--- config.mk ---
export PLATFORM = sky130hd
export DESIGN_NAME = tone_gen
export DESIGN_NICKNAME = d
export VERILOG_FILES = /design/src/tone/tone_gen.sv
export SDC_FILE = /design/constraint.sdc
export NUM_CORES = 1
export LEC_CHECK = 0
export BUFFER_PORTS_ARGS = -buffer_cell sky130_fd_sc_hd__buf_2
export CAP_MARGIN = 30
export CORE_MARGIN = 2
export CORE_UTILIZATION = 51
export DETAILED_ROUTE_END_ITERATION = 6
export PLACE_DENSITY = 0.76
export SYNTH_ARGS = -nofsm -noshare
export SYNTH_HDL_FRONTEND = slang
export SYNTH_SLANG_ARGS = --single-unit
--- constraint.sdc ---
create_clock -name clk -period 1.8 [get_ports clk]
set_input_delay 0.36 -clock clk [delete_from_list [all_inputs] [get_ports clk]]
set_output_delay 0.36 -clock clk [all_outputs]
set_load 0.03 [all_outputs]
--- src/tone/tone_gen.sv ---
// Square-wave tone source behind an index/data register port, with timer interrupt and sample strobe
`default_nettype none

module tone_gen (
    input  logic               clk,
    input  logic               rst,
    input  logic               cen,
    input  logic               cs,
    input  logic               wr,
    input  logic               a0,
    input  logic [7:0]         din,
    output logic [7:0]         dout,
    output logic               irq_n,
    output logic               sample,
    output logic signed [15:0] left,
    output logic signed [15:0] right
);

    logic [2:0]  idx;           // Selected register
    logic [11:0] period, per_cnt;
    logic [6:0]  lvl_l, lvl_r;  // 7 bits keep level*256 inside the signed word
    logic [7:0]  tmr_reload, tmr_cnt;
    logic        irq_en, irq_flag, sq;
    logic        wr_idx, wr_dat;
    logic [15:0] word_l, word_r;

    assign wr_idx = cs & wr & ~a0;
    assign wr_dat = cs & wr & a0;

    always_ff @(posedge clk or posedge rst) begin
        if (rst) begin
            idx        <= '0;
            period     <= '0;
            per_cnt    <= '0;
            lvl_l      <= '0;
            lvl_r      <= '0;
            tmr_reload <= '0;
            tmr_cnt    <= '0;
            irq_en     <= 1'b0;
            irq_flag   <= 1'b0;
            sq         <= 1'b0;
            sample     <= 1'b0;
        end else begin
            sample <= cen;
            if (wr_idx) idx <= din[2:0];
            if (cen) begin
                if (per_cnt == 12'd0) begin
                    per_cnt <= period;
                    sq      <= ~sq;
                end else begin
                    per_cnt <= per_cnt - 12'd1;
                end
                // Reload of 0 leaves the timer stopped
                if (tmr_cnt == 8'd0) begin
                    tmr_cnt <= tmr_reload;
                end else begin
                    tmr_cnt <= tmr_cnt - 8'd1;
                    if (tmr_cnt == 8'd1 && irq_en) irq_flag <= 1'b1;
                end
            end
            if (wr_dat) begin
                case (idx)
                    3'd0: period[7:0]  <= din;
                    3'd1: period[11:8] <= din[3:0];
                    3'd2: lvl_l        <= din[6:0];
                    3'd3: lvl_r        <= din[6:0];
                    3'd4: tmr_reload   <= din;
                    3'd5: begin
                        irq_en   <= din[0];
                        irq_flag <= 1'b0;   // Acknowledge
                    end
                    default: ;
                endcase
            end
        end
    end

    assign dout  = {7'd0, irq_flag};
    assign irq_n = ~irq_flag;

    assign word_l = {1'b0, lvl_l, 8'h00};
    assign word_r = {1'b0, lvl_r, 8'h00};
    assign left   = sq ? $signed(word_l) : -$signed(word_l);
    assign right  = sq ? $signed(word_r) : -$signed(word_r);

endmodule

`default_nettype wire

-- Yosys cells after proc, flatten, opt, wreduce, memory -nomap -nowiden
Cells that the tools add are included.
- bits in registers: 61
- input port bits: 14
- output and inout port bits: 42
- logic and storage cells: 48
- $add $sub $neg: 4
- equal/unequal tests: 6
- multiplexer cells: 9
- bitwise logic cells: 6
- reductions and logical operators: 11
- operators with widths (kind ; count):
    $mux W16 ; 2
    $neg A15 Y16 ; 2
    $reduce_and A2 Y1 ; 7
    $logic_not A12 Y1 ; 1
    $mux W12 ; 1
    $sub A12 B1 Y12 const B ; 1
    $eq A8 B1 Y1 const B ; 1
    $logic_not A8 Y1 ; 1
    $mux W8 ; 1
    $sub A8 B1 Y8 const B ; 1
    $eq A3 B2 Y1 const B ; 2
    $eq A3 B3 Y1 const B ; 2
    $mux W1 ; 5
    $and A1 B1 Y1 ; 3
    $eq A3 B1 Y1 const B ; 1
    $logic_not A3 Y1 ; 1
    $not A1 Y1 ; 3
    $logic_and A1 B1 Y1 ; 1

-- Depth between registers and ports, before layout
Gate-level depths: netlist (run 1).
- depth after elaboration: 7
- mapped depth: 6
- mapped depth without buffers: 6

-- Worst setup path before layout (run 1)
Ideal clock, no wire load.
- kind: register -> output
- start: reg lvl_l[2]
- end: out left[13]
- data arrival time: 1.396 ns
- required time: 1.440 ns
- path slack: 0.044 ns
- cell stages (with the launch flop): 5
- buffers on the path: 0
- path through: dfrtp_1 > nor2_1 > nor4b_1 > nor2_1 > xor2_1
- word-level cells in the longest chain between the ends: 2
- ends and longest elaborated chain (what ; line ; source):
    from (decl) ; 21 ; logic [6:0] lvl_l, lvl_r;
    from (signal assigned) ; 65 ; 3'd2: lvl_l <= din[6:0];
    $neg A15 Y16 ; 83 ; assign left = sq ? $signed(word_l) : -$signed(word_l);
    $mux W16 ; 83 ;
    to (decl) ; 15 ; output logic signed [15:0] left,
Every way passes these cells.

-- Worst setup path in the final report (run 1)
- start: reg lvl_r[0]
- end: out right[14]
- word-level cells in the longest chain between the ends: 2
- ends and longest elaborated chain (what ; line ; source):
    from (decl) ; 21 ;
    from (signal assigned) ; 66 ; 3'd3: lvl_r <= din[6:0];
    $neg A15 Y16 ; 84 ; assign right = sq ? $signed(word_r) : -$signed(word_r);
    $mux W16 ; 84 ;
    to (decl) ; 16 ; output logic signed [15:0] right
Every way passes these cells.

==> flow_metrics.env, run 1 <==
export IMPL_outcome="finished with violations"
export IMPL_violations="setup timing"
export IMPL_power_density_nw_per_um2=1728
export IMPL_placed_area_um2=3545
export IMPL_critPathCaptureType="output port"
export IMPL_synth_compound_gate_area_share_pct=10.12
export IMPL_fin_ws_ns=-0.1598
export IMPL_cp_top_family="flip-flops"
export IMPL_die_y_um=84.75
export IMPL_min_period_ns=1.960
export IMPL_dpl_hpwl_um=4733
export IMPL_htree_levels=3
export IMPL_dieArea_um2=7183
export IMPL_synth_most_common_cell="dfrtp_1"
export IMPL_cts_tree="done"
export IMPL_vdd_ir_drop_max_mv=1.423
export IMPL_grt_max_degree=29
export IMPL_syn_area_per_cell_um2=10.80
export IMPL_path_buf_inv=2
export IMPL_cap_violations=0
export IMPL_multi_input_area_um2=1750
export IMPL_worstSetupStartpointType="register"
export IMPL_power_frac_comb_pct=47.1
export IMPL_die_w_um=84.75
export IMPL_final_area_um2=4139
export IMPL_synth_edff_count=0
export IMPL_r2r_setup_slack_ns=0.04
export IMPL_vias=2616
export IMPL_cp_arrival_ns=1.60
export IMPL_slowest_delay_ns=0.43
export IMPL_ys_types=48
export IMPL_synth_area_um2=3326
export IMPL_synth_simple_gate_area_share_pct=14.15
export IMPL_crit_type="reg2out"
export IMPL_yosys_area_top_type="dfrtp_1"
export IMPL_portBuffers=32
export IMPL_synthFlopType="dfrtp_1"
export IMPL_netlist_instances=308
export IMPL_nNetsFinal=393
export IMPL_gp_congestion=0.9165
export IMPL_post_drt_wl_per_cell_um=18.59
export IMPL_ys_ff_latch=61
export IMPL_grt_util_all_layers_pct=22.03
export IMPL_fin_crit_sh_pct=108.9
export IMPL_drive_gt1_share_pct=44.41
export IMPL_fin_skew_ns=0.009744
export IMPL_grt_pass1_wl_um=12450
export IMPL_antenna_found_initial=0
export IMPL_p_int_mw=4.208
export IMPL_hold_class="in2async"
export IMPL_grt_overflow=0
export IMPL_layout_area_seq_um2=1536
export IMPL_grt_pass1_vias=2598
export IMPL_yosysSeqAreaShare_pct=45.90
export IMPL_setup_violations=14
export IMPL_synth_fa_ha_area_share_pct=2.634
export IMPL_clk_latency_ns=0.34
export IMPL_seqPwrFrac_pct=33.9
export IMPL_synthXorXnorAreaFrac_pct=3.160
export IMPL_grt_setup_unrepaired="true"
export IMPL_ys_warn_count=0
export IMPL_cp_required_ns=1.44
export IMPL_timing_fmax_mhz=510.2
export IMPL_clkPwrFrac_pct=19.0
export IMPL_total_power_mw=7.151
export IMPL_cts_max_path_buffers=2
export IMPL_async_flop_share_pct=100.0
export IMPL_wirelength_um=8422
export IMPL_worstPathMaxFanout=3
export IMPL_netlist_top_cells_count="61 x dfrtp_1, 41 x mux2_2, 26 x buf_4, 19 x nor2_1"
export IMPL_synth_top_family_by_area="multiplexers"
export IMPL_synth_area_leaders="dfrtp_1 46%, mux2_2 14%, buf_4 5.9%, xor2_1 2.9%, ha_1 2.6%"
export IMPL_p_switching_mw=2.943
export IMPL_ant_nets=0
export IMPL_fillers=441
export IMPL_final_util_pct=65.56
export IMPL_cts_clk_slew_worst_paths_ns=0.08
export IMPL_root_buffer="clkbuf_8"
export IMPL_numClockSinks=61
export IMPL_diodes=0
export IMPL_num_rows=29
export IMPL_drc=0
export IMPL_synthMuxAreaShare_pct=15.09
export IMPL_crit_slowest_cell="dfrtp_1"
export IMPL_slew_violations=0
export IMPL_cp_cell_sequence="inv_2, ha_4, a21oi_2, xor2_1, buf_4"
export IMPL_p_leak_nw=1.885
export IMPL_hold_viol=0
export IMPL_drt_first_pass_iters=5
export IMPL_drt_iter0_drc=200
export IMPL_numCtsBuffers=9
export IMPL_synth_top_cell_area_share_pct=45.90
export IMPL_viasPerCell=5.775
export IMPL_start_util_pct=52.68
export IMPL_switching_share_pct=41.16
export IMPL_area_delta_synth_final_pct=24.45
export IMPL_core_area_um2=6314
export IMPL_io_pins=56
metrics by stage:
stage               hold slack, ns  instances  setup TNS (ns)  setup slack, ns
floorplan                   0.3914        330               0          0.04397
global placement            0.3903        419               0           0.1216
detailed placement          0.3944        419               0          0.08500
CTS                        0.03655        446         -0.3276         -0.08970
global route               0.06398        453          -1.732          -0.1820
finish                     0.01748        453          -1.210          -0.1598
flip-flops by register name (all words and copies together) (netlist names):
signal	cells
idx	3
irq_en	1
irq_flag	1
lvl_l	7
lvl_r	7
per_cnt	12
period	12
sample	1
sq	1
tmr_cnt	8
tmr_reload	8
layer usage:
layer	global-route usage (%)	vias to the layer above	part of all wire (%)
li1	-	1176	-
met1	27.71	1299	40
met2	36.15	113	50
met3	3.736	28	5.4
met4	12.12	0	3.9
met5	0	-	0
kinds of logic (layout without fill, tap and decap cells):
family,after synthesis,count (layout)
AO/OA/AOI/OAI,53,53
buffers and inverters,50,96
multiplexers,45,45
AND/OR/NAND/NOR,79,79
XOR/XNOR,12,12
other,1,23
flip-flops,61,61
adder cells (fa/ha/maj),7,7
cells in the final DEF, fill, tap and decap left out, types with 10 or more instances in the layout:
cell type  count
xor2_1        11
dfrtp_1       53
nand2_1       18
clkbuf_8      10
nor2_1        14
inv_1         13
o21ai_0       11
mux2_2        40
buf_4         37
buf_2         18
conb_1        23
cell type report:
cell class | count | share of cell area, %
repair buffers | 63 | 11.37
flip-flops and latches | 61 | 37.12
clock buffers | 11 | 3.416
well taps | 77 | 2.328
inverters | 18 | 1.723
multi-input cells | 219 | 42.29
clock inverters | 4 | 1.753
path summary, 6_finish.rpt:
kind                                  from            end  cells past startpoint
worst max-delay path              lvl_r[0]      right[14]                      5
worst min-delay path                   rst       lvl_l[1]                      2
worst max register to register  per_cnt[0]     per_cnt[6]                      7
worst min register to register  per_cnt[9]     per_cnt[9]                      2
max in group asynchronous              rst      period[7]                      3
min in group clk                    din[7]  tmr_reload[7]                      2
power groups by stage:
| stage | clock, mW | combinational [mW] | sequential [mW] |
|---|---|---|---|
| 3_5_place_dp | 0 | 2.47 | 2.36 |
| 3_3_place_gp | 0 | 2.43 | 2.35 |
| 6_report | 1.36 | 3.37 | 2.43 |
| 4_1_cts | 1.34 | 2.97 | 2.36 |
| 2_1_floorplan | 0 | 2.03 | 2.24 |
| 5_1_grt | 1.42 | 3.57 | 2.49 |
timing repair:
action                                  4_1_cts  5_1_grt
gates resized for setup                      39       33
endpoints found under the setup margin       14       22
pin swaps                                     5       10
setup buffers                                12        7
hold buffers                                  0        0
Note: power is estimated with default switching activity, not from simulation.
==> run 2: changes to the inputs <==
--- a/config.mk
+++ b/config.mk
@@ -5,12 +5,13 @@
 export SDC_FILE = /design/constraint.sdc
 export NUM_CORES = 1
 export LEC_CHECK = 0
+export ABC_AREA = 1
 export BUFFER_PORTS_ARGS = -buffer_cell sky130_fd_sc_hd__buf_2
 export CAP_MARGIN = 30
 export CORE_MARGIN = 2
-export CORE_UTILIZATION = 51
+export CORE_UTILIZATION = 52
 export DETAILED_ROUTE_END_ITERATION = 6
-export PLACE_DENSITY = 0.76
+export PLACE_DENSITY = 0.77
 export SYNTH_ARGS = -nofsm -noshare
 export SYNTH_HDL_FRONTEND = slang
 export SYNTH_SLANG_ARGS = --single-unit
==> flow_metrics.env, run 2 <==
export IMPL_outcome="finished with violations"
export IMPL_multi_input_area_um2=1848
export IMPL_cap_violations=0
export IMPL_grt_setup_unrepaired="true"
export IMPL_rr_startpoint="per_cnt[0]"
export IMPL_vias=3075
export IMPL_fin_ws_ns=-0.2078
export IMPL_synth_top_family_by_area="simple AND/OR/NAND/NOR gates"
export IMPL_grt_pass1_vias=2906
export IMPL_cts_max_path_buffers=2
export IMPL_cp_required_ns=1.44
export IMPL_final_common_cell="nand2_1"
export IMPL_slowest_delay_ns=0.41
export IMPL_layout_area_seq_um2=1528
export IMPL_synth_area_um2=3654
export IMPL_numCtsBuffers=9
export IMPL_root_buffer="clkbuf_8"
export IMPL_drive_gt1_share_pct=24.95
export IMPL_dieArea_um2=7712
export IMPL_setup_tns_ns=-1.099
export IMPL_clk_latency_ns=0.34
export IMPL_crit_type="reg2out"
export IMPL_nNetsFinal=526
export IMPL_post_drt_wl_per_cell_um=13.26
export IMPL_worstPathMaxFanout=3
export IMPL_ys_warn_count=0
export IMPL_cp_arrival_ns=1.65
export IMPL_core_area_um2=6794
export IMPL_fin_skew_ns=0.007135
export IMPL_crit_slowest_cell="dfrtp_1"
export IMPL_htree_levels=3
export IMPL_mostFrequentLayoutCells="134 x nand2_1, 60 x dfrtp_1, 42 x inv_1"
export IMPL_synth_most_common_cell="nand2_1"
export IMPL_synthXorXnorAreaFrac_pct=3.356
export IMPL_synth_fa_ha_area_share_pct=2.397
export IMPL_fillers=552
export IMPL_netlist_top_cells_count="140 x nand2_1, 61 x dfrtp_1, 49 x inv_1, 33 x nor2_1, 26 x buf_4"
export IMPL_cts_tree="done"
export IMPL_crit_top_cell="nand2_2"
export IMPL_gp_congestion=0.8871
export IMPL_io_pins=56
export IMPL_drc=0
export IMPL_final_util_pct=62.74
export IMPL_synthMuxAreaShare_pct=0
export IMPL_syn_area_per_cell_um2=7.891
export IMPL_cts_clk_slew_worst_paths_ns=0.07
export IMPL_async_flop_share_pct=100.0
export IMPL_worstSetupStartpointType="register"
export IMPL_start_util_pct=53.78
export IMPL_power_density_nw_per_um2=1717
export IMPL_numClockSinks=61
export IMPL_viasPerCell=5.083
export IMPL_hold_buffers=0
export IMPL_timing_fmax_mhz=498.1
export IMPL_synth_edff_count=0
export IMPL_antenna_found_initial=0
export IMPL_portBuffers=32
export IMPL_hold_class="in2async"
export IMPL_violations="setup timing"
export IMPL_drt_iter0_drc=153
export IMPL_ys_ff_latch=61
export IMPL_die_y_um=87.82
export IMPL_grt_overflow=0
export IMPL_grt_util_all_layers_pct=22.36
export IMPL_min_period_ns=2.008
export IMPL_setup_violations=10
export IMPL_synthFlopType="dfrtp_1"
export IMPL_vdd_ir_drop_max_mv=1.429
export IMPL_startpoint="lvl_l[0]"
export IMPL_area_delta_synth_final_pct=16.68
export IMPL_hold_viol=0
export IMPL_reg_top3="per_cnt (12), period (12)"
export IMPL_synth_simple_gate_area_share_pct=29.69
export IMPL_ys_types=33
export IMPL_dpl_hpwl_um=5495
export IMPL_die_w_um=87.82
export IMPL_grt_max_degree=44
export IMPL_grt_pass1_wl_um=13230
export IMPL_synth_area_leaders="dfrtp_1 42%, nand2_1 14%, buf_4 5.3%, inv_1 5.0%, nor2_1 3.4%"
export IMPL_slew_violations=0
export IMPL_yosysSeqAreaShare_pct=41.78
export IMPL_synth_top_cell_area_share_pct=41.78
export IMPL_yosys_area_top_type="dfrtp_1"
export IMPL_synth_compound_gate_area_share_pct=9.418
export IMPL_cp_cell_sequence="inv_2, ha_4, nand2_2, nor2_4, nand3_2, nand2_2, xnor2_2, buf_6"
export IMPL_drt_first_pass_iters=5
export IMPL_wirelength_um=8022
export IMPL_netlist_instances=463
export IMPL_critPathCaptureType="output port"
export IMPL_ant_nets=0
export IMPL_fin_crit_sh_pct=111.5
export IMPL_num_rows=30
export IMPL_diodes=0
export IMPL_p_leak_nw=2.180
-- run 2: cell type report --
class / count / share of cell area [%]
multi-input combinational: 334 / 43.35
timing repair buffer: 44 / 7.074
inverter: 55 / 5.136
clock inverter: 4 / 2.231
tap: 96 / 2.818
clock buffer: 11 / 3.552
sequential: 61 / 35.84
-- run 2: metrics by stage --
stage	hold WS (ns)	instance area, um2	cells	power (mW)	setup WS, ns
2_1_floorplan	0.3914	3740	485	4.617	0.09716
3_3_place_gp	0.3915	3784	581	5.107	0.1972
3_5_place_dp	0.3945	3784	581	5.220	0.1062
4_1_cts	0.03663	4140	602	7.004	-0.1649
5_1_grt	0.05507	4263	605	7.812	-0.2594
6_report	0.02898	4263	605	7.320	-0.2078
-- run 2: timing repair --
action / in CTS / in global routing
endpoints found under the setup margin: 12 / 14
buffers inserted: 6 / 3
gates cloned: 0 / 0
pin swaps: 15 / 12
resized for setup: 25 / 27
-- run 2: power breakdown --
| part | leakage [nW] | internal (mW) | switching [mW] | total, mW |
|---|---|---|---|---|
| combinational | 1.28 | 1.27 | 2.17 | 3.44 |
| sequential | 0.770 | 1.86 | 0.495 | 2.36 |
| clock | 0.125 | 0.986 | 0.531 | 1.52 |
-- run 2: worst max-delay path: cells and delay by family (launching register included) --
kind / cells / cell delay, ns
and+or+nand+nor: 4 / 0.41
DFF: 1 / 0.41
buffers and inverters: 2 / 0.24
xor gates and xnor gates: 1 / 0.12
adders and majority gates: 1 / 0.13
-- run 2: layer usage --
layer  up-vias  GRT usage (%)  part of all wire, %
li1       1504              -                    -
met1      1443          28.22                   44
met4         0          9.510                  2.2
met2       107          36.71                   48
met5         -              0                    0
met3        21          5.561                  5.2
-- run 2: worst paths after layout --
kind	cells after the start	slack (ns)	end
max	8	-0.21	left[14]
max in group asynchronous	3	1.23	per_cnt[6]
min	2	0.03	lvl_r[5]
max reg2reg	9	0.21	per_cnt[10]
min reg2reg	2	0.48	tmr_cnt[7]
min in group clk	3	0.31	period[7]
-- run 2: cells by family (layout without fill, tap and decap cells) --
| kind of cell | Yosys count | after routing |
|---|---|---|
| XOR/XNOR | 14 | 14 |
| other | 1 | 23 |
| flip-flops | 61 | 61 |
| buffers and inverters | 90 | 114 |
| AO/OA/AOI/OAI | 60 | 60 |
| adder cells (fa/ha/maj) | 7 | 7 |
| AND/OR/NAND/NOR | 230 | 230 |
==> run 3: changes to the inputs <==
--- a/config.mk
+++ b/config.mk
@@ -12,6 +12,7 @@
 export CORE_UTILIZATION = 52
 export DETAILED_ROUTE_END_ITERATION = 6
 export PLACE_DENSITY = 0.77
+export SKIP_CTS_REPAIR_TIMING = 1
 export SYNTH_ARGS = -nofsm -noshare
 export SYNTH_HDL_FRONTEND = slang
 export SYNTH_SLANG_ARGS = --single-unit
==> flow_metrics.env, run 3 (synthesis results as in run 2) <==
export IMPL_instances_no_fill=604
export IMPL_die_w_um=87.82
export IMPL_cp_arrival_ns=1.65
export IMPL_critPathCaptureType="output port"
export IMPL_min_period_ns=2.008
export IMPL_area_delta_synth_final_pct=16.44
export IMPL_violations="setup timing"
export IMPL_dpl_hpwl_um=5495
export IMPL_final_common_cell="nand2_1"
export IMPL_ant_nets=0
export IMPL_viasPerCell=5.061
export IMPL_rr_worst_depth=9
export IMPL_htree_levels=3
export IMPL_hold_viol=0
export IMPL_dp_cells=581
export IMPL_p_leak_nw=2.165
export IMPL_grt_max_degree=44
export IMPL_nNetsFinal=525
export IMPL_cap_violations=0
export IMPL_drc=0
export IMPL_timing_fmax_mhz=498.1
export IMPL_numCtsBuffers=9
export IMPL_root_buffer="clkbuf_8"
export IMPL_final_util_pct=62.62
export IMPL_grt_setup_unrepaired="true"
export IMPL_io_pins=56
export IMPL_cts_tree="done"
export IMPL_clk_latency_ns=0.33
export IMPL_drt_iter0_drc=172
export IMPL_placed_area_um2=3784
export IMPL_hold_class="in2async"
export IMPL_rr_startpoint="per_cnt[0]"
export IMPL_worstPathMaxFanout=3
export IMPL_cts_clk_slew_worst_paths_ns=0.07
export IMPL_cts_max_path_buffers=2
export IMPL_outcome="finished with violations"
export IMPL_crit_type="reg2out"
export IMPL_power_density_nw_per_um2=1718
export IMPL_post_drt_wl_per_cell_um=13.04
export IMPL_worstSetupStartpointType="register"
export IMPL_fin_skew_ns=0.008652
export IMPL_grt_overflow=0
export IMPL_start_util_pct=53.78
export IMPL_startpoint="lvl_l[1]"
export IMPL_drt_first_pass_iters=5
export IMPL_antenna_found_initial=0
export IMPL_num_rows=30
export IMPL_crit_end="left[14]"
export IMPL_vdd_ir_drop_max_mv=1.424
export IMPL_setup_violations=8
export IMPL_r2r_end="per_cnt[10]"
export IMPL_final_area_um2=4254
export IMPL_fin_crit_sh_pct=111.5
export IMPL_grt_util_all_layers_pct=21.65
export IMPL_portBuffers=32
export IMPL_grt_pass1_vias=2830
export IMPL_vias=3057
export IMPL_diodes=0
export IMPL_reg_top3="per_cnt (12), period (12)"
export IMPL_die_y_um=87.82
export IMPL_drive_gt1_share_pct=25.00
export IMPL_cp_required_ns=1.44
export IMPL_grt_pass1_wl_um=12810
export IMPL_slew_violations=0
export IMPL_wirelength_um=7878
export IMPL_core_area_um2=6794
export IMPL_numClockSinks=61
export IMPL_hold_slack_ns=0.02933
export IMPL_mostFrequentLayoutCells="135 x nand2_1, 58 x dfrtp_1, 41 x inv_1"
export IMPL_r2r_setup_slack_ns=0.21
export IMPL_gp_congestion=0.8871
export IMPL_dieArea_um2=7712
export IMPL_fin_ws_ns=-0.2078
run 3: layer usage:
layer / vias up / GRT usage (%) / part of all wire, %
li1: 1508 / - / -
met1: 1422 / 27.37 / 46
met2: 110 / 36.02 / 47
met3: 17 / 5.467 / 5.3
met4: 0 / 7.972 / 2.2
met5: - / 0 / 0
run 3: power by group:
| part | switching (mW) | leakage [nW] | total [mW] | internal (mW) |
|---|---|---|---|---|
| combinational | 2.15 | 1.27 | 3.44 | 1.28 |
| clock | 0.529 | 0.125 | 1.51 | 0.986 |
| sequential | 0.492 | 0.767 | 2.36 | 1.87 |
run 3: final cells by class:
| type | instances | area [um2] |
|---|---|---|
| Timing Repair Buffer | 43 | 304.0 |
| Clock buffer | 11 | 151.4 |
| Tap cell | 96 | 120.1 |
| Inverter | 55 | 221.5 |
| Clock inverter | 4 | 95.09 |
| Sequential cell | 61 | 1530 |
| Multi-Input combinational cell | 334 | 1832 |
| Fill cell | 553 | 2540 |
run 3: stage by stage:
step / TNS (ns) / worst slack [ns] / power, mW
floorplan: 0 / 0.09716 / 4.617
global placement: 0 / 0.1972 / 5.107
detailed placement: 0 / 0.1062 / 5.220
CTS: -1.631 / -0.2726 / 6.762
global route: -1.556 / -0.2599 / 7.811
finish: -0.8466 / -0.2078 / 7.308
run 3: worst min-delay path by stage:
stage	start	to	slack, ns	cells past startpoint
floorplan	cen	sample	0.39	0
global placement	rst	idx[0]	0.39	2
detailed placement	rst	idx[0]	0.39	2
CTS	rst	idx[0]	0.04	2
global route	rst	idx[0]	0.05	2
finish	rst	idx[0]	0.03	2
run 3: critical path: stages, from the launching register on:
cell and delay (ns):
dfrtp_1 0.40, inv_2 0.08, ha_2 0.18, nand2_2 0.06, nor2_4 0.14, nand3_2 0.09, nand2_2 0.08, xnor2_2 0.12
buf_6 0.16
