## config.mk

```make
export PLATFORM = sky130hd
export DESIGN_NAME = pcm_player
export DESIGN_NICKNAME = d
export VERILOG_FILES = /design/src/common/snd_pkg.sv /design/src/pcm/pcm_player.sv
export SDC_FILE = /design/constraint.sdc
export NUM_CORES = 1
export LEC_CHECK = 0
export BUFFER_PORTS_ARGS = -buffer_cell sky130_fd_sc_hd__clkbuf_2
export CELL_PAD_IN_SITES_DETAIL_PLACEMENT = 0
export CELL_PAD_IN_SITES_GLOBAL_PLACEMENT = 1
export CORE_UTILIZATION = 40
export DETAILED_ROUTE_END_ITERATION = 7
export GPL_ROUTABILITY_DRIVEN = 0
export PLACE_DENSITY = 0.78
export SETUP_SLACK_MARGIN = 0.3
export SYNTH_ARGS = -nofsm -noshare
export SYNTH_HDL_FRONTEND = slang
export SYNTH_SLANG_ARGS = --single-unit
```

## constraint.sdc

```tcl
create_clock -name clk -period 2.34 [get_ports clk]
set_input_delay 0.234 -clock clk [delete_from_list [all_inputs] [get_ports clk]]
set_output_delay 0.234 -clock clk [all_outputs]
set_load 0.01 [all_outputs]
```

## src/common/snd_pkg.sv

```systemverilog
// Shared types and constants of the sound board glue, referenced by scoped names from every RTL file
`default_nettype none

package snd_pkg;

    // Sound CPU bus outputs, active high inside the design
    typedef struct packed {
        logic [15:0] addr;
        logic [7:0]  dout;
        logic        mreq;  // Memory cycle active
        logic        wr;    // Write strobe, one cycle
    } cpu_bus_t;

    // One-hot chip selects
    typedef struct packed {
        logic rom;
        logic ram;
        logic latch0;
        logic latch1;
        logic fm;
        logic pcm;
        logic bank;
        logic rate;
    } sel_t;

    // Program ROM request
    typedef struct packed {
        logic [15:0] addr;
        logic        cs;
    } rom_req_t;

    typedef struct packed {
        logic       start_flag;
        logic [6:0] phrase;
    } pcm_phrase_t;

    typedef struct packed {
        logic [3:0] go;
        logic [3:0] att;    // Right shifts
    } pcm_play_t;

    // Sample player command byte, seen either as phrase select or as play request
    typedef union packed {
        pcm_phrase_t phrase;
        pcm_play_t   play;
    } pcm_cmd_u;

    localparam int FM_DIV       = 14;      // clk cycles per tone enable
    localparam int PCM_DIV      = 48;      // clk cycles per sample enable
    localparam int PHRASE_SHIFT = 11;      // Phrase number position in sample ROM address
    localparam logic [7:0] PCM_END = 8'h80;

endpackage

`default_nettype wire

```

## src/pcm/pcm_player.sv

```systemverilog
// Signed 8-bit PCM sample player, takes phrase/play commands and fetches bytes from the sample ROM
`default_nettype none

module pcm_player (
    input  logic               clk,
    input  logic               rst,
    input  logic               cen,
    input  logic               rate,
    input  logic               cs,
    input  logic               wr,
    input  logic [7:0]         din,
    output logic [7:0]         dout,
    output logic [17:0]        rom_addr,
    output logic               rom_cs,
    input  logic [7:0]         rom_data,
    input  logic               rom_ok,
    output logic signed [13:0] sound
);

    typedef enum logic [1:0] {ST_IDLE, ST_PLAY, ST_FETCH} st_t;

    st_t               st;
    snd_pkg::pcm_cmd_u cmd;
    logic [6:0]        phrase;
    logic [3:0]        att;
    logic [17:0]       ptr;         // Next byte to fetch
    logic              armed;       // Phrase received, waiting for play
    logic              half, tick, fetch_busy;
    logic              stop_pend, restart;

    assign cmd        = din;
    assign tick       = cen & (~rate | half);     // Half rate when rate is set
    assign fetch_busy = (st == ST_FETCH) & ~rom_ok;
    assign dout       = {7'd0, st != ST_IDLE};

    always_ff @(posedge clk or posedge rst) begin
        if (rst) begin
            st        <= ST_IDLE;
            rom_cs    <= 1'b0;
            rom_addr  <= '0;
            ptr       <= '0;
            phrase    <= '0;
            att       <= '0;
            armed     <= 1'b0;
            half      <= 1'b0;
            stop_pend <= 1'b0;
            restart   <= 1'b0;
            sound     <= '0;
        end else begin
            if (cen) half <= ~half;
            case (st)
                ST_PLAY: if (tick) begin
                    rom_cs    <= 1'b1;
                    rom_addr  <= ptr;
                    stop_pend <= 1'b0;
                    restart   <= 1'b0;
                    st        <= ST_FETCH;
                end
                ST_FETCH: if (rom_ok) begin
                    rom_cs <= 1'b0;
                    if (stop_pend || (!restart && rom_data == snd_pkg::PCM_END)) begin
                        st    <= ST_IDLE;
                        sound <= '0;
                    end else begin
                        st <= ST_PLAY;
                        if (!restart) begin     // Data of a replaced phrase is dropped
                            sound <= $signed({rom_data, 6'd0}) >>> att;
                            ptr   <= ptr + 18'd1;
                        end
                    end
                end
                default: ;
            endcase
            // Commands override the sequencer, but never cut a pending ROM access
            if (cs && wr) begin
                if (cmd.phrase.start_flag) begin
                    phrase <= cmd.phrase.phrase;
                    armed  <= 1'b1;
                end else if (cmd.play.go == 4'd0) begin
                    armed   <= 1'b0;
                    restart <= 1'b0;
                    if (fetch_busy) begin
                        stop_pend <= 1'b1;
                    end else begin
                        st     <= ST_IDLE;
                        rom_cs <= 1'b0;
                        sound  <= '0;
                    end
                end else if (armed) begin
                    armed     <= 1'b0;
                    att       <= cmd.play.att;
                    ptr       <= 18'(phrase) << snd_pkg::PHRASE_SHIFT;
                    stop_pend <= 1'b0;
                    if (fetch_busy) begin
                        restart <= 1'b1;
                    end else begin
                        st     <= ST_PLAY;
                        rom_cs <= 1'b0;
                    end
                end
            end
        end
    end

endmodule

`default_nettype wire

```

* Word-level counts from Yosys, hierarchy flattened *
Cells that the tools add are included.

storage, ports and cells
  bits of input ports = 23
  register bits after elaboration = 68

cells by class
  add/sub/neg operators = 1
  multiplexer cells = 49
  eq/ne operators = 3
  shifts and indexed selects = 1
  bitwise operators = 8
  reductions and logical operators = 9

operators with widths
  operator                 number
  $mux W18                 8
  $mux W14                 8
  $mux W1                  23
  $add A18 B1 Y18 const B  1
  $mux W2                  8
  $sshr A14 B4 Y14         1
  $eq A8 B8 Y1 const B     1
  $not A1 Y1               5
  $logic_not A4 Y1         1
  $pmux W2 S2              1
  $reduce_and A2 Y1        2
  $reduce_and A4 Y1        1
  $and A1 B1 Y1            2
  $eq A2 B1 Y1 const B     1
  $eq A2 B2 Y1 const B     1
  $logic_and A1 B1 Y1      2
  $pmux W1 S2              1
  $reduce_bool A2 Y1       1
  $logic_not A1 Y1         1
  $logic_or A1 B1 Y1       1
  $or A1 B1 Y1             1

* Depth between registers and ports, before layout *
Gate-level depths: netlist of run 1.

  depth after elaboration = 11
  gate-level depth with buffers = 8

* Worst setup path after synthesis of run 1 *
Ideal clock, no wire load.

  path type = register -> register
  from = reg st[0]
  to = reg ptr[13]
  required time = 2208 ps
  stages on the path, launching flop included = 8
  library setup time = 132 ps
  arrival = 1588 ps
  setup slack = 620 ps
  path through = dfrtp_1 inv_1 ha_1 nand3b_1 nor4_4 nand4_1 xor2_1 o21ai_1

between the ends
  cells in the longest elaborated chain, start to end = 6

ends and longest elaborated chain
  item                    line              text
  start, declared         pcm_player.sv:22  st_t st;
  start signal, assigned  pcm_player.sv:38  st <= ST_IDLE;
  start signal, assigned  pcm_player.sv:57  st <= ST_FETCH;
  start signal, assigned  pcm_player.sv:62  st <= ST_IDLE;
  $eq A2 B2 Y1 *          pcm_player.sv:51  case (st)
  $mux W18 *              pcm_player.sv:51
  $mux W18                pcm_player.sv:89  end else if (armed) begin
  $mux W18                pcm_player.sv:79  end else if (cmd.play.go == 4'd0) begin
  $mux W18                pcm_player.sv:76  if (cmd.phrase.start_flag) begin
  $mux W18 *              pcm_player.sv:75  if (cs && wr) begin
  end signal, assigned    pcm_player.sv:68  ptr <= ptr + 18'd1;
  end signal, assigned    pcm_player.sv:92  ptr <= 18'(phrase) << snd_pkg::PHRASE_SHIFT;
  end, declared           pcm_player.sv:26  logic [17:0] ptr;

Every way passes the cells marked *; elsewhere a longest branch is shown, timed or not.
A chain may end at the register's enable or synchronous reset.

* Worst setup path in the final report of run 1 *
  from = reg att[2]
  to = reg sound[6]

between the ends
  cells in the longest elaborated chain, start to end = 9

ends and longest elaborated chain
  item                    line              text
  start, declared         pcm_player.sv:25  logic [3:0] att;
  start signal, assigned  pcm_player.sv:91  att <= cmd.play.att;
  $sshr A14 B4 Y14 *      pcm_player.sv:67  sound <= $signed({rom_data, 6'd0}) >>> att;
  $mux W14 *              pcm_player.sv:66  if (!restart) begin
  $mux W14 *              pcm_player.sv:61  if (stop_pend || (!restart && rom_data == snd_pkg::PCM_END)) begin
  $mux W14 *              pcm_player.sv:59  ST_FETCH: if (rom_ok) begin
  $mux W14 *              pcm_player.sv:51
  $mux W14                pcm_player.sv:82  if (fetch_busy) begin
  $mux W14                pcm_player.sv:79
  $mux W14                pcm_player.sv:76
  $mux W14 *              pcm_player.sv:75
  end signal, assigned    pcm_player.sv:67
  end, declared           pcm_player.sv:17  output logic signed [13:0] sound

Marked as above.

==> insert_results.sql, run 1 <==
INSERT INTO impl_metrics (metric_group, metric, value, unit) VALUES
('worst_setup_path', 'logic_depth_of_the_worst_register_to_register_path', '5', ''),
('worst_setup_path', 'rrSetupSlack', '0.47', 'ns'),
('timing', 'setup_total_negative_slack', '0', 'ns'),
('cts', 'cts-htree-levels', '3', ''),
('floorplan', 'fp.dieH', '97.0', 'µm'),
('detailed_routing', 'drt-met1-wl', '3940', 'µm'),
('cts', 'worst_setup_hold_path_clk_slew', '0.07', 'ns'),
('detailed_routing', 'drt_iter0_markers', '191', ''),
('detailed_routing', 'met2_length', '3460', 'µm'),
('cells_and_area', 'antennaDiodeCount', '0', ''),
('floorplan', 'design.portCount', '64', ''),
('global_routing', 'grt_use_total', '17.5', '%'),
('floorplan', 'placementRows', '34', ''),
('worst_setup_path', 'r2r-start', 'att[2]', ''),
('cts', 'cts_sinks', '68', ''),
('placement', 'dpl_hpwl', '5760', 'µm'),
('detailed_routing', 'drt_wl_total', '7810', 'µm'),
('run_status', 'run_status', 'finished, final reports clean', ''),
('worst_setup_path', 'cp_required', '2.59', 'ns'),
('hold_path', 'min-delay-path-class', 'input port to flop', ''),
('detailed_routing', 'met3RoutedLength', '307', 'µm'),
('cells_and_area', 'multi_input_gate_area', '1750', 'µm²'),
('timing', 'timing.final.hold_violations', '0', ''),
('worst_setup_path', 'timing_worst_setup_path_type', 'flop to flop', ''),
('worst_setup_path', 'element_type_at_the_critical_path_end', 'flop', ''),
('timing', 'worst-slew-pin-transition', '0.583', 'ns'),
('worst_setup_path', 'cp.arrival', '2.11', 'ns'),
('logic_synthesis', 'yosys_most_used_dff', 'sky130_fd_sc_hd__dfrtp_1', ''),
('logic_synthesis', 'netlist_instances', '351', ''),
('timing', 'rsz_0062_raised_after_global_routing', 'yes', ''),
('timing', 'worst_slew_margin_rel', '61.1', '%'),
('logic_synthesis', 'synth_enable_flop_cells', '0', ''),
('logic_synthesis', 'syn_avg_cell_area', '10.3', 'µm²'),
('cells_and_area', 'layout.filler_cells', '813', ''),
('detailed_routing', 'drc', '0', ''),
('cells_and_area', 'layout_common_cells', '67 x sky130_fd_sc_hd__dfrtp_1, 56 x sky130_fd_sc_hd__clkbuf_2, 33 x sky130_fd_sc_hd__mux2_2, 31 x sky130_fd_sc_hd__nand2_1, 27 x sky130_fd_sc_hd__nor2_1', ''),
('logic_synthesis', 'syn_area', '3610', 'µm²'),
('global_routing', 'via_count_of_the_first_global_routing_pass', '2627', ''),
('timing', 'timing.final.crit_share', '79.9', '%'),
('cells_and_area', 'utilization', '48.2', '%'),
('floorplan', 'die_width', '97.0', 'µm'),
('global_routing', 'antenna_violations_before_repair', '0', ''),
('hold_path', 'hold_start', 'cen', ''),
('cells_and_area', 'fraction_of_layout_cells_with_a_size_suffix_above_1', '30.7', '%'),
('placement', 'dpl-instance-area', '3980', 'µm²'),
('timing', 'slew_viol_final', '0', ''),
('global_routing', 'grt_pass1_wl', '13200', 'µm'),
('detailed_routing', 'highest-signal-layer', 'met4', ''),
('logic_synthesis', 'postSynth.asyncResetShare', '100', '%'),
('power_and_ir_drop', 'power-per-cell-area', '1010', 'nW/µm²'),
('timing', 'layout_min_cycle_time', '1.87', 'ns'),
('cts', 'worstSkewPairLatency', '0.34', 'ns'),
('logic_synthesis', 'yosys_register_bits', '68', ''),
('timing', 'layout_skew', '0.0106', 'ns'),
('worst_setup_path', 'cp-start-kind', 'flop', ''),
('cells_and_area', 'layout.nets', '436', ''),
('global_routing', 'maximum_number_of_pins_on_one_net_before_global_route_repair', '57', ''),
('cts', 'clk_root_buffer_cell', 'sky130_fd_sc_hd__clkbuf_8', ''),
('cts', 'max-clock-path-buffers', '2', ''),
('cells_and_area', 'final_cell_count_no_fill', '522', ''),
('detailed_routing', 'dr_total_vias', '2765', ''),
('logic_synthesis', 'synth_cell_types', '54', ''),
('detailed_routing', 'ant_nets', '0', ''),
('placement', 'place.port_buffers', '56', ''),
('job', 'cap_violations', '0', ''),
('power_and_ir_drop', 'p_leak', '1.97', 'nW'),
('floorplan', 'floorplan.die_area', '9410', 'µm²'),
('detailed_routing', 'drt-vias-per-instance', '5.30', ''),
('cells_and_area', 'commonest_non_fill_non_tap_cell_in_the_layout', 'sky130_fd_sc_hd__dfrtp_1', ''),
('logic_synthesis', 'yosysSeqAreaShare', '47.1', '%'),
('power_and_ir_drop', 'design_power_total', '4.24', 'mW');
worst max-delay path: stages (launching register included):
cell                       delay, ns
sky130_fd_sc_hd__dfrtp_1        0.58
sky130_fd_sc_hd__buf_4          0.28
sky130_fd_sc_hd__nand3_1        0.08
sky130_fd_sc_hd__o21ai_1        0.07
sky130_fd_sc_hd__or4_4          0.51
sky130_fd_sc_hd__a311oi_2       0.26
area by class of cell:
cell class                 instances  share of cell area, %
multi-input combinational        254                   41.7
clock buffer                      11                   3.36
timing repair buffer              67                   8.99
inverter                           9                  0.803
clock inverter                     5                   1.46
sequential                        68                   40.5
tap                              108                   3.21
synthesized netlist by cell type (2+ instances only):
cell type	instances	area share, %
sky130_fd_sc_hd__nor3_1	5	0.69
sky130_fd_sc_hd__o21ai_0	12	1.7
sky130_fd_sc_hd__a2111oi_0	2	0.49
sky130_fd_sc_hd__o211ai_1	5	1.0
sky130_fd_sc_hd__mux2_2	33	10
sky130_fd_sc_hd__nand3b_1	3	0.62
sky130_fd_sc_hd__ha_1	4	1.4
sky130_fd_sc_hd__nand2b_1	5	0.87
sky130_fd_sc_hd__inv_1	9	0.94
sky130_fd_sc_hd__a22o_1	3	0.73
sky130_fd_sc_hd__nand2_1	31	3.2
sky130_fd_sc_hd__nor2b_1	4	0.69
sky130_fd_sc_hd__a31oi_1	6	1.0
sky130_fd_sc_hd__a21oi_1	11	1.5
sky130_fd_sc_hd__o22ai_1	2	0.35
sky130_fd_sc_hd__buf_4	7	1.5
sky130_fd_sc_hd__mux2i_1	7	1.9
sky130_fd_sc_hd__dfrtp_1	68	47
sky130_fd_sc_hd__nor3b_1	3	0.62
sky130_fd_sc_hd__buf_1	2	0.21
sky130_fd_sc_hd__nand4_1	8	1.4
sky130_fd_sc_hd__a21o_1	2	0.42
sky130_fd_sc_hd__and4_1	2	0.49
sky130_fd_sc_hd__and3_1	3	0.52
sky130_fd_sc_hd__nand4b_1	2	0.49
sky130_fd_sc_hd__o21ai_1	9	1.2
sky130_fd_sc_hd__clkbuf_1	11	1.1
sky130_fd_sc_hd__xor2_1	17	4.1
sky130_fd_sc_hd__mux2_1	2	0.62
sky130_fd_sc_hd__and2_1	3	0.52
sky130_fd_sc_hd__buf_2	4	0.55
sky130_fd_sc_hd__a22oi_1	3	0.62
sky130_fd_sc_hd__nand3_1	15	2.1
sky130_fd_sc_hd__nor2_1	28	2.9
layer usage:
layer | vias to the layer above | GRT usage, %
met5 | - | 0
met1 | 1340 | 25.4
met4 | 0 | 5.86
met2 | 63 | 25.4
li1 | 1354 | -
met3 | 8 | 4.12
power breakdown:
group	internal (mW)	switching (mW)	leakage [nW]	total, mW
Clock	0.523	0.447	0.0918	0.970
Sequential	1.51	0.333	0.883	1.84
Combinational	0.691	0.733	0.992	1.42
Total	2.72	1.51	1.97	4.24
metrics by stage:
stage,setup WS [ns],hold WS (ns)
final,0.471,0.106
after global routing,0.296,0.102
after CTS,0.361,0.0955
after detailed placement,0.372,0.194
after global placement,0.384,0.183
after floorplan,0.394,0.321
what timing repair did:
item / in CTS / in global routing
pin swaps: 1 / 1
hold buffers: 1 / 0
setup buffers: 0 / 1
endpoints found under the hold margin: 12 / 0
setup endpoints to repair: 1 / 10
resized for setup: 0 / 3
how the worst max path moves through the flow:
stage / end / start
2_1_floorplan: armed / rst
3_3_place_gp: sound[2] / din[7]
3_5_place_dp: ptr[17] / st[0]
4_1_cts: ptr[16] / st[0]
5_1_grt: ptr[16] / st[0]
6_report: sound[6] / att[2]
cells by family after synthesis:
| group | share of synthesized area, % |
|---|---|
| mux | 13.5 |
| simple gates | 17.1 |
| other cells | 0.104 |
| xor+xnor | 4.37 |
| flops | 47.1 |
| buf+inv | 5.16 |
| fa+ha+maj | 1.39 |
| compound gates | 11.3 |
registers in the layout, indices dropped and copies added, names as in the netlist:
| signal | flops |
|---|---|
| sound | 14 |
| half | 1 |
| st | 2 |
| phrase | 7 |
| rom_addr | 18 |
| ptr | 18 |
| stop_pend | 1 |
| armed | 1 |
| restart | 1 |
| rom_cs | 1 |
| att | 4 |
Power figures use the tool's default switching activity.
==> inputs of run 2 (changes only) <==
==> constraint.sdc (replaced) <==
create_clock -name clk -period 1.75 [get_ports clk]
set_input_delay 0.175 -clock clk [delete_from_list [all_inputs] [get_ports clk]]
set_output_delay 0.175 -clock clk [all_outputs]
set_load 0.01 [all_outputs]
==> run 2 against run 1 <==
Global-route usage increased by 2.9 points; sequential share of layout area decreased by 8.2 points; die area unchanged; critical endpoint is now rom_addr[11].
==> insert_results.sql, run 2 (same netlist as run 1, synthesis figures left out) <==
INSERT INTO impl_metrics (metric_group, metric, value, unit) VALUES
('run_status', 'run_status', 'finished, final reports clean', ''),
('timing', 'layout_min_cycle_time', '1.73', 'ns'),
('worst_setup_path', 'rrSetupSlack', '0.02', 'ns'),
('placement', 'dpl-instance-area', '4210', 'µm²'),
('floorplan', 'floorplan.die_area', '9410', 'µm²'),
('timing', 'timing.final.hold_violations', '0', ''),
('detailed_routing', 'drt-vias-per-instance', '5.44', ''),
('power_and_ir_drop', 'ir_worst_vdd', '811', 'µV'),
('cts', 'cts-htree-levels', '3', ''),
('power_and_ir_drop', 'power-per-cell-area', '1350', 'nW/µm²'),
('cells_and_area', 'layout.filler_cells', '675', ''),
('global_routing', 'grt_pass1_wl', '15300', 'µm'),
('worst_setup_path', 'logic_depth_of_the_worst_register_to_register_path', '8', ''),
('worst_setup_path', 'timing_worst_setup_path_type', 'flop to flop', ''),
('detailed_routing', 'detail_route.wl_per_cell', '17.3', 'µm'),
('worst_setup_path', 'cp-start-kind', 'flop', ''),
('timing', 'layout_skew', '0.0102', 'ns'),
('worst_setup_path', 'cp_required', '1.98', 'ns'),
('detailed_routing', 'drt_wl_total', '10100', 'µm'),
('floorplan', 'die_width', '97.0', 'µm'),
('timing', 'timing.final.crit_share', '98.9', '%'),
('cts', 'worst_setup_hold_path_clk_slew', '0.08', 'ns'),
('cells_and_area', 'commonest_non_fill_non_tap_cell_in_the_layout', 'sky130_fd_sc_hd__dfrtp_1', ''),
('global_routing', 'maximum_number_of_pins_on_one_net_before_global_route_repair', '33', ''),
('cells_and_area', 'fraction_of_layout_cells_with_a_size_suffix_above_1', '54.6', '%'),
('cts', 'cts_tree', 'done', ''),
('global_routing', 'antenna_violations_before_repair', '0', ''),
('placement', 'dpl_hpwl', '6100', 'µm'),
('worst_setup_path', 'cp.arrival', '1.96', 'ns'),
('worst_setup_path', 'r2r-start', 'st[0]', ''),
('cts', 'worstSkewPairLatency', '0.35', 'ns'),
('floorplan', 'design.portCount', '64', ''),
('hold_path', 'min-delay-path-class', 'input port to flop', ''),
('floorplan', 'fp.dieH', '97.0', 'µm'),
('cts', 'cts_buffers', '9', ''),
('detailed_routing', 'ant_nets', '0', ''),
('detailed_routing', 'drc', '0', ''),
('cells_and_area', 'regs_by_ff_count', 'ptr (18), rom_addr (18), sound (14)', ''),
('timing', 'setup_viol_count_final', '0', ''),
('placement', 'place.port_buffers', '56', ''),
('timing', 'slew_viol_final', '0', ''),
('worst_setup_path', 'element_type_at_the_critical_path_end', 'flop', ''),
('detailed_routing', 'drt_iter0_markers', '163', ''),
('worst_setup_path', 'critical_path.endpoint', 'rom_addr[11]', ''),
('hold_path', 'hold_start', 'cen', ''),
('cts', 'cts_sinks', '68', ''),
('floorplan', 'initial_core_util', '41.4', '%'),
('cells_and_area', 'register_area', '1710', 'µm²'),
('cells_and_area', 'antennaDiodeCount', '0', ''),
('cts', 'clk_root_buffer_cell', 'sky130_fd_sc_hd__clkbuf_8', ''),
('placement', 'place_worst_setup_slack', '-0.0299', 'ns'),
('timing', 'rsz_0062_raised_after_global_routing', 'yes', ''),
('global_routing', 'grt_overflow_total', '0', ''),
('detailed_routing', 'dr_total_vias', '3178', ''),
('floorplan', 'placementRows', '34', ''),
('power_and_ir_drop', 'p_leak', '2.47', 'nW'),
('cells_and_area', 'layout.nets', '498', ''),
('worst_setup_path', 'critPathLaunch', 'st[0]', ''),
('cells_and_area', 'layout_common_cells', '62 x sky130_fd_sc_hd__dfrtp_1, 55 x sky130_fd_sc_hd__clkbuf_2, 50 x sky130_fd_sc_hd__buf_4, 24 x sky130_fd_sc_hd__nand2_1, 21 x sky130_fd_sc_hd__nor2_1', ''),
('worst_setup_path', 'regToRegEndpoint', 'rom_addr[11]', ''),
('floorplan', 'core', '8720', 'µm²'),
('detailed_routing', 'dr_pass1_iterations', '4', ''),
('worst_setup_path', 'critical_path_peak_fanout', '5', ''),
('timing', 'worst-slew-pin-transition', '0.560', 'ns'),
('job', 'cap_violations', '0', ''),
('cells_and_area', 'areaGrowthSynthToFinish', '46.8', '%'),
('cells_and_area', 'final_area', '5300', 'µm²'),
('timing', 'layout_setup_ws', '0.0189', 'ns'),
('cells_and_area', 'multi_input_gate_area', '2230', 'µm²'),
('timing', 'worst_slew_margin_rel', '62.6', '%'),
('cts', 'max-clock-path-buffers', '2', ''),
('timing', 'fmaxAchievable', '578', 'MHz'),
('global_routing', 'grt_use_total', '20.4', '%'),
('global_routing', 'via_count_of_the_first_global_routing_pass', '3038', '');
run 2: cell count changes in the layout (fill, tap and decap cells not counted), moves of 5 or more:
cell	delta
sky130_fd_sc_hd__nand3_2	+9
sky130_fd_sc_hd__mux2_4	+17
sky130_fd_sc_hd__o21ai_1	+5
sky130_fd_sc_hd__a21oi_2	+6
sky130_fd_sc_hd__a21oi_1	-6
sky130_fd_sc_hd__buf_6	+16
sky130_fd_sc_hd__mux2_2	-15
sky130_fd_sc_hd__o21ai_0	-8
sky130_fd_sc_hd__dfrtp_1	-5
sky130_fd_sc_hd__nor2_1	-6
sky130_fd_sc_hd__buf_4	+41
sky130_fd_sc_hd__dfrtp_2	+5
sky130_fd_sc_hd__nand3_1	-12
sky130_fd_sc_hd__nand2_1	-7
run 2: final cells by class:
cell class	count	area share (%)
multi-input cells	254	42.2
flip-flops and latches	68	32.2
repair buffers	129	18.7
well taps	108	2.55
clock buffers	10	2.41
clock inverters	6	1.23
inverters	9	0.708
run 2: metal layers:
layer	GRT usage, %	part of all wire, %
met1	28.4	44
met2	32.1	49
met3	3.54	4.8
met4	7.00	1.7
met5	0	0
run 2: how the worst min path moves through the flow:
stage / depth (start not counted) / slack, ns / to
after CTS: 2 / 0.03 / half
final: 2 / 0.03 / half
after global routing: 2 / 0.05 / half
after global placement: 2 / 0.24 / rom_addr[2]
after detailed placement: 2 / 0.25 / rom_addr[2]
after floorplan: 1 / 0.26 / half
run 2: power breakdown:
| group | switching, mW | leakage [nW] | internal, mW |
|---|---|---|---|
| sequential | 0.400 | 0.877 | 2.03 |
| clock | 0.627 | 0.0962 | 0.658 |
| combinational | 1.58 | 1.50 | 1.84 |
run 2: stage by stage:
step / setup TNS [ns] / instances / utilization, % / power, mW / hold slack, ns
after floorplan: 0 / 357 / - / 3.88 / 0.262
after global placement: 0 / 526 / 48.3 / 4.61 / 0.241
after detailed placement: -0.0334 / 526 / 48.3 / 4.68 / 0.247
after CTS: 0 / 563 / 55.4 / 6.47 / 0.0301
after global routing: -0.108 / 584 / 60.8 / 7.52 / 0.0549
final: 0 / 584 / 60.8 / 7.13 / 0.0311
run 2: what timing repair did:
item                                    CTS  global route
resized for setup                        54            77
gates cloned                              3             0
hold buffers                              1             0
endpoints found under the setup margin   51            56
setup buffers                            17            21
endpoints found under the hold margin    23             0
pin swaps                                14            38
run 2: worst max-delay path, stage by stage, from the launching register on:
cell,delay (ns)
sky130_fd_sc_hd__dfrtp_1,0.41
sky130_fd_sc_hd__buf_4,0.14
sky130_fd_sc_hd__buf_6,0.11
sky130_fd_sc_hd__ha_4,0.16
sky130_fd_sc_hd__o211ai_1,0.07
sky130_fd_sc_hd__buf_4,0.19
sky130_fd_sc_hd__buf_12,0.11
sky130_fd_sc_hd__buf_16,0.11
sky130_fd_sc_hd__mux2_2,0.32
==> inputs of run 3 (changes only) <==
--- a/config.mk
+++ b/config.mk
@@ -8,10 +8,10 @@
 export BUFFER_PORTS_ARGS = -buffer_cell sky130_fd_sc_hd__clkbuf_2
 export CELL_PAD_IN_SITES_DETAIL_PLACEMENT = 0
 export CELL_PAD_IN_SITES_GLOBAL_PLACEMENT = 1
-export CORE_UTILIZATION = 40
+export CORE_UTILIZATION = 43
 export DETAILED_ROUTE_END_ITERATION = 7
 export GPL_ROUTABILITY_DRIVEN = 0
-export PLACE_DENSITY = 0.78
+export PLACE_DENSITY = 0.83
 export SETUP_SLACK_MARGIN = 0.3
 export SYNTH_ARGS = -nofsm -noshare
 export SYNTH_HDL_FRONTEND = slang
==> run 3 against run 2 <==
Sequential power about the same; clock power about the same; largest power group unchanged; sequential share of layout area increased by 0.058 points; final cell count decreased by 0.17%; worst setup slack got worse by 0.0066 ns; hold slack improved by 0.0065 ns; final area decreased by 0.47%; global-route usage increased by 1.9 points; via count decreased by 0.35%.
==> insert_results.sql, run 3 (same netlist as run 1, synthesis figures left out) <==
INSERT INTO impl_metrics (metric_group, metric, value, unit) VALUES
('timing', 'layout_min_cycle_time', '1.74', 'ns'),
('timing', 'fmaxAchievable', '575', 'MHz'),
('timing', 'worst-slew-pin-transition', '0.509', 'ns'),
('cells_and_area', 'commonest_non_fill_non_tap_cell_in_the_layout', 'sky130_fd_sc_hd__dfrtp_1', ''),
('cts', 'clk_root_buffer_cell', 'sky130_fd_sc_hd__clkbuf_8', ''),
('timing', 'slew_viol_final', '0', ''),
('hold_path', 'holdPathEnd', 'half', ''),
('detailed_routing', 'dr_total_vias', '3167', ''),
('detailed_routing', 'drt-vias-per-instance', '5.43', ''),
('cells_and_area', 'antennaDiodeCount', '0', ''),
('power_and_ir_drop', 'p_leak', '2.49', 'nW'),
('worst_setup_path', 'element_type_at_the_critical_path_end', 'flop', ''),
('worst_setup_path', 'cp.arrival', '1.97', 'ns'),
('timing', 'setup_viol_count_final', '0', ''),
('cts', 'cts_buffers', '9', ''),
('floorplan', 'core', '8180', 'µm²'),
('floorplan', 'die_width', '93.6', 'µm'),
('cells_and_area', 'layout_common_cells', '66 x sky130_fd_sc_hd__dfrtp_1, 55 x sky130_fd_sc_hd__clkbuf_2, 43 x sky130_fd_sc_hd__buf_4, 25 x sky130_fd_sc_hd__nand2_1', ''),
('floorplan', 'initial_core_util', '44.2', '%'),
('global_routing', 'grt_overflow_total', '0', ''),
('detailed_routing', 'drt_wl_total', '10100', 'µm'),
('floorplan', 'placementRows', '33', ''),
('worst_setup_path', 'cp_required', '1.99', 'ns'),
('timing', 'worst_slew_margin_rel', '66.0', '%'),
('detailed_routing', 'drc', '0', ''),
('global_routing', 'grt_use_total', '22.3', '%'),
('worst_setup_path', 'regToRegEndpoint', 'sound[3]', ''),
('timing', 'rsz_0062_raised_after_global_routing', 'yes', ''),
('worst_setup_path', 'critical_path_peak_fanout', '6', ''),
('hold_path', 'hold_start', 'cen', ''),
('worst_setup_path', 'r2r-start', 'att[0]', ''),
('power_and_ir_drop', 'design_power_total', '7.11', 'mW'),
('floorplan', 'fp.dieH', '93.6', 'µm'),
('cts', 'max-clock-path-buffers', '2', ''),
('detailed_routing', 'detail_route.wl_per_cell', '17.3', 'µm'),
('detailed_routing', 'dr_pass1_iterations', '4', ''),
('cts', 'worstSkewPairLatency', '0.35', 'ns'),
('detailed_routing', 'drt_iter0_markers', '262', ''),
('cells_and_area', 'fraction_of_layout_cells_with_a_size_suffix_above_1', '51.0', '%'),
('cts', 'cts_tree', 'done', ''),
('timing', 'hold_ws', '0.0375', 'ns'),
('placement', 'place.port_buffers', '56', ''),
('cts', 'cts-htree-levels', '3', ''),
('worst_setup_path', 'timing_worst_setup_path_type', 'flop to flop', ''),
('worst_setup_path', 'cp-start-kind', 'flop', ''),
('global_routing', 'groute.layer.met2.usage', '35.4', '%'),
('power_and_ir_drop', 'ir_worst_vdd', '616', 'µV'),
('timing', 'timing.final.crit_share', '99.3', '%'),
('cells_and_area', 'areaGrowthSynthToFinish', '46.1', '%'),
('detailed_routing', 'ant_nets', '0', ''),
('global_routing', 'groute.layer.met1.usage', '30.6', '%'),
('cells_and_area', 'register_area', '1700', 'µm²'),
('cts', 'cts_sinks', '68', ''),
('cells_and_area', 'multi_input_gate_area', '2160', 'µm²'),
('hold_path', 'min-delay-path-class', 'input port to flop', ''),
('global_routing', 'via_count_of_the_first_global_routing_pass', '2945', ''),
('cells_and_area', 'regs_by_ff_count', 'ptr (18), rom_addr (18), sound (14)', ''),
('hold_path', 'timing.hold.worst_path_depth', '2', ''),
('worst_setup_path', 'logic_depth_of_the_worst_register_to_register_path', '6', ''),
('floorplan', 'floorplan.die_area', '8770', 'µm²'),
('timing', 'layout_skew', '0.00819', 'ns'),
('timing', 'timing.final.hold_violations', '0', ''),
('worst_setup_path', 'rrSetupSlack', '0.01', 'ns'),
('global_routing', 'antenna_violations_before_repair', '0', ''),
('global_routing', 'grt_pass1_wl', '14800', 'µm'),
('global_routing', 'maximum_number_of_pins_on_one_net_before_global_route_repair', '30', ''),
('job', 'cap_violations', '0', ''),
('cells_and_area', 'layout.filler_cells', '613', ''),
('cells_and_area', 'layout.nets', '500', ''),
('cts', 'worst_setup_hold_path_clk_slew', '0.07', 'ns'),
('power_and_ir_drop', 'power-per-cell-area', '1350', 'nW/µm²'),
('global_routing', 'globalRoute.busiestLayer', 'met2', ''),
('global_routing', 'groute.layer.met3.usage', '3.66', '%'),
('placement', 'dpl_hpwl', '6050', 'µm'),
('floorplan', 'design.portCount', '64', ''),
('run_status', 'run_status', 'finished, final reports clean', '');
-- run 3: routing by layer --
metal,up-vias,part of all wire [%]
li1,1485,-
met1,1564,44
met2,100,49
met3,18,4.8
met4,0,1.9
met5,-,0
-- run 3: how the worst max path moves through the flow --
| stage | startpoint | to | slack (ns) | depth (start not counted) |
|---|---|---|---|---|
| 6_report | att[0] | sound[3] | 0.01 | 6 |
| 5_1_grt | stop_pend | ptr[13] | -0.05 | 5 |
| 4_1_cts | att[0] | sound[6] | 0.03 | 6 |
| 3_5_place_dp | att[0] | sound[10] | -0.02 | 6 |
| 3_3_place_gp | att[0] | sound[10] | -0.07 | 6 |
| 2_1_floorplan | att[0] | sound[6] | 0.12 | 7 |
-- run 3: layout make-up --
class                           count  area share [%]
Multi-Input combinational cell    254            41.0
Sequential cell                    68            32.3
Timing Repair Buffer              131            19.8
Tap cell                          105            2.49
Clock buffer                       10            2.42
Clock inverter                      6            1.23
Inverter                            9           0.712
-- run 3: what timing repair did --
item / 4_1_cts / 5_1_grt
setup endpoints to repair: 55 / 58
pin swaps: 19 / 31
gates resized for setup: 71 / 49
buffers inserted: 17 / 21
gates cloned: 4 / 1
hold buffers: 1 / 0
endpoints found under the hold margin: 19 / 0
-- run 3: metrics by stage --
stage | cell area [µm²] | instances | TNS [ns] | setup WS [ns] | utilization [%]
CTS | 4940 | 561 | 0 | 0.0254 | 60.4
global placement | 4230 | 523 | -0.0656 | -0.0656 | 51.8
floorplan | 3690 | 357 | 0 | 0.118 | -
finish | 5280 | 583 | 0 | 0.0123 | 64.5
global route | 5280 | 583 | -0.108 | -0.0484 | 64.5
detailed placement | 4230 | 523 | -0.0192 | -0.0180 | 51.8
-- run 3: power breakdown --
| part | internal (mW) | total (mW) | switching, mW |
|---|---|---|---|
| sequential | 2.02 | 2.40 | 0.376 |
| combinational | 1.85 | 3.44 | 1.59 |
| clock | 0.658 | 1.27 | 0.616 |
| total | 4.52 | 7.11 | 2.58 |
-- run 3: critical path, cell delays in order (launching register included) --
cell	delay, ns
sky130_fd_sc_hd__dfrtp_2	0.47
sky130_fd_sc_hd__buf_6	0.15
sky130_fd_sc_hd__mux2_4	0.31
sky130_fd_sc_hd__a21o_1	0.19
sky130_fd_sc_hd__a221oi_2	0.25
sky130_fd_sc_hd__a21oi_2	0.07
sky130_fd_sc_hd__a22o_1	0.18
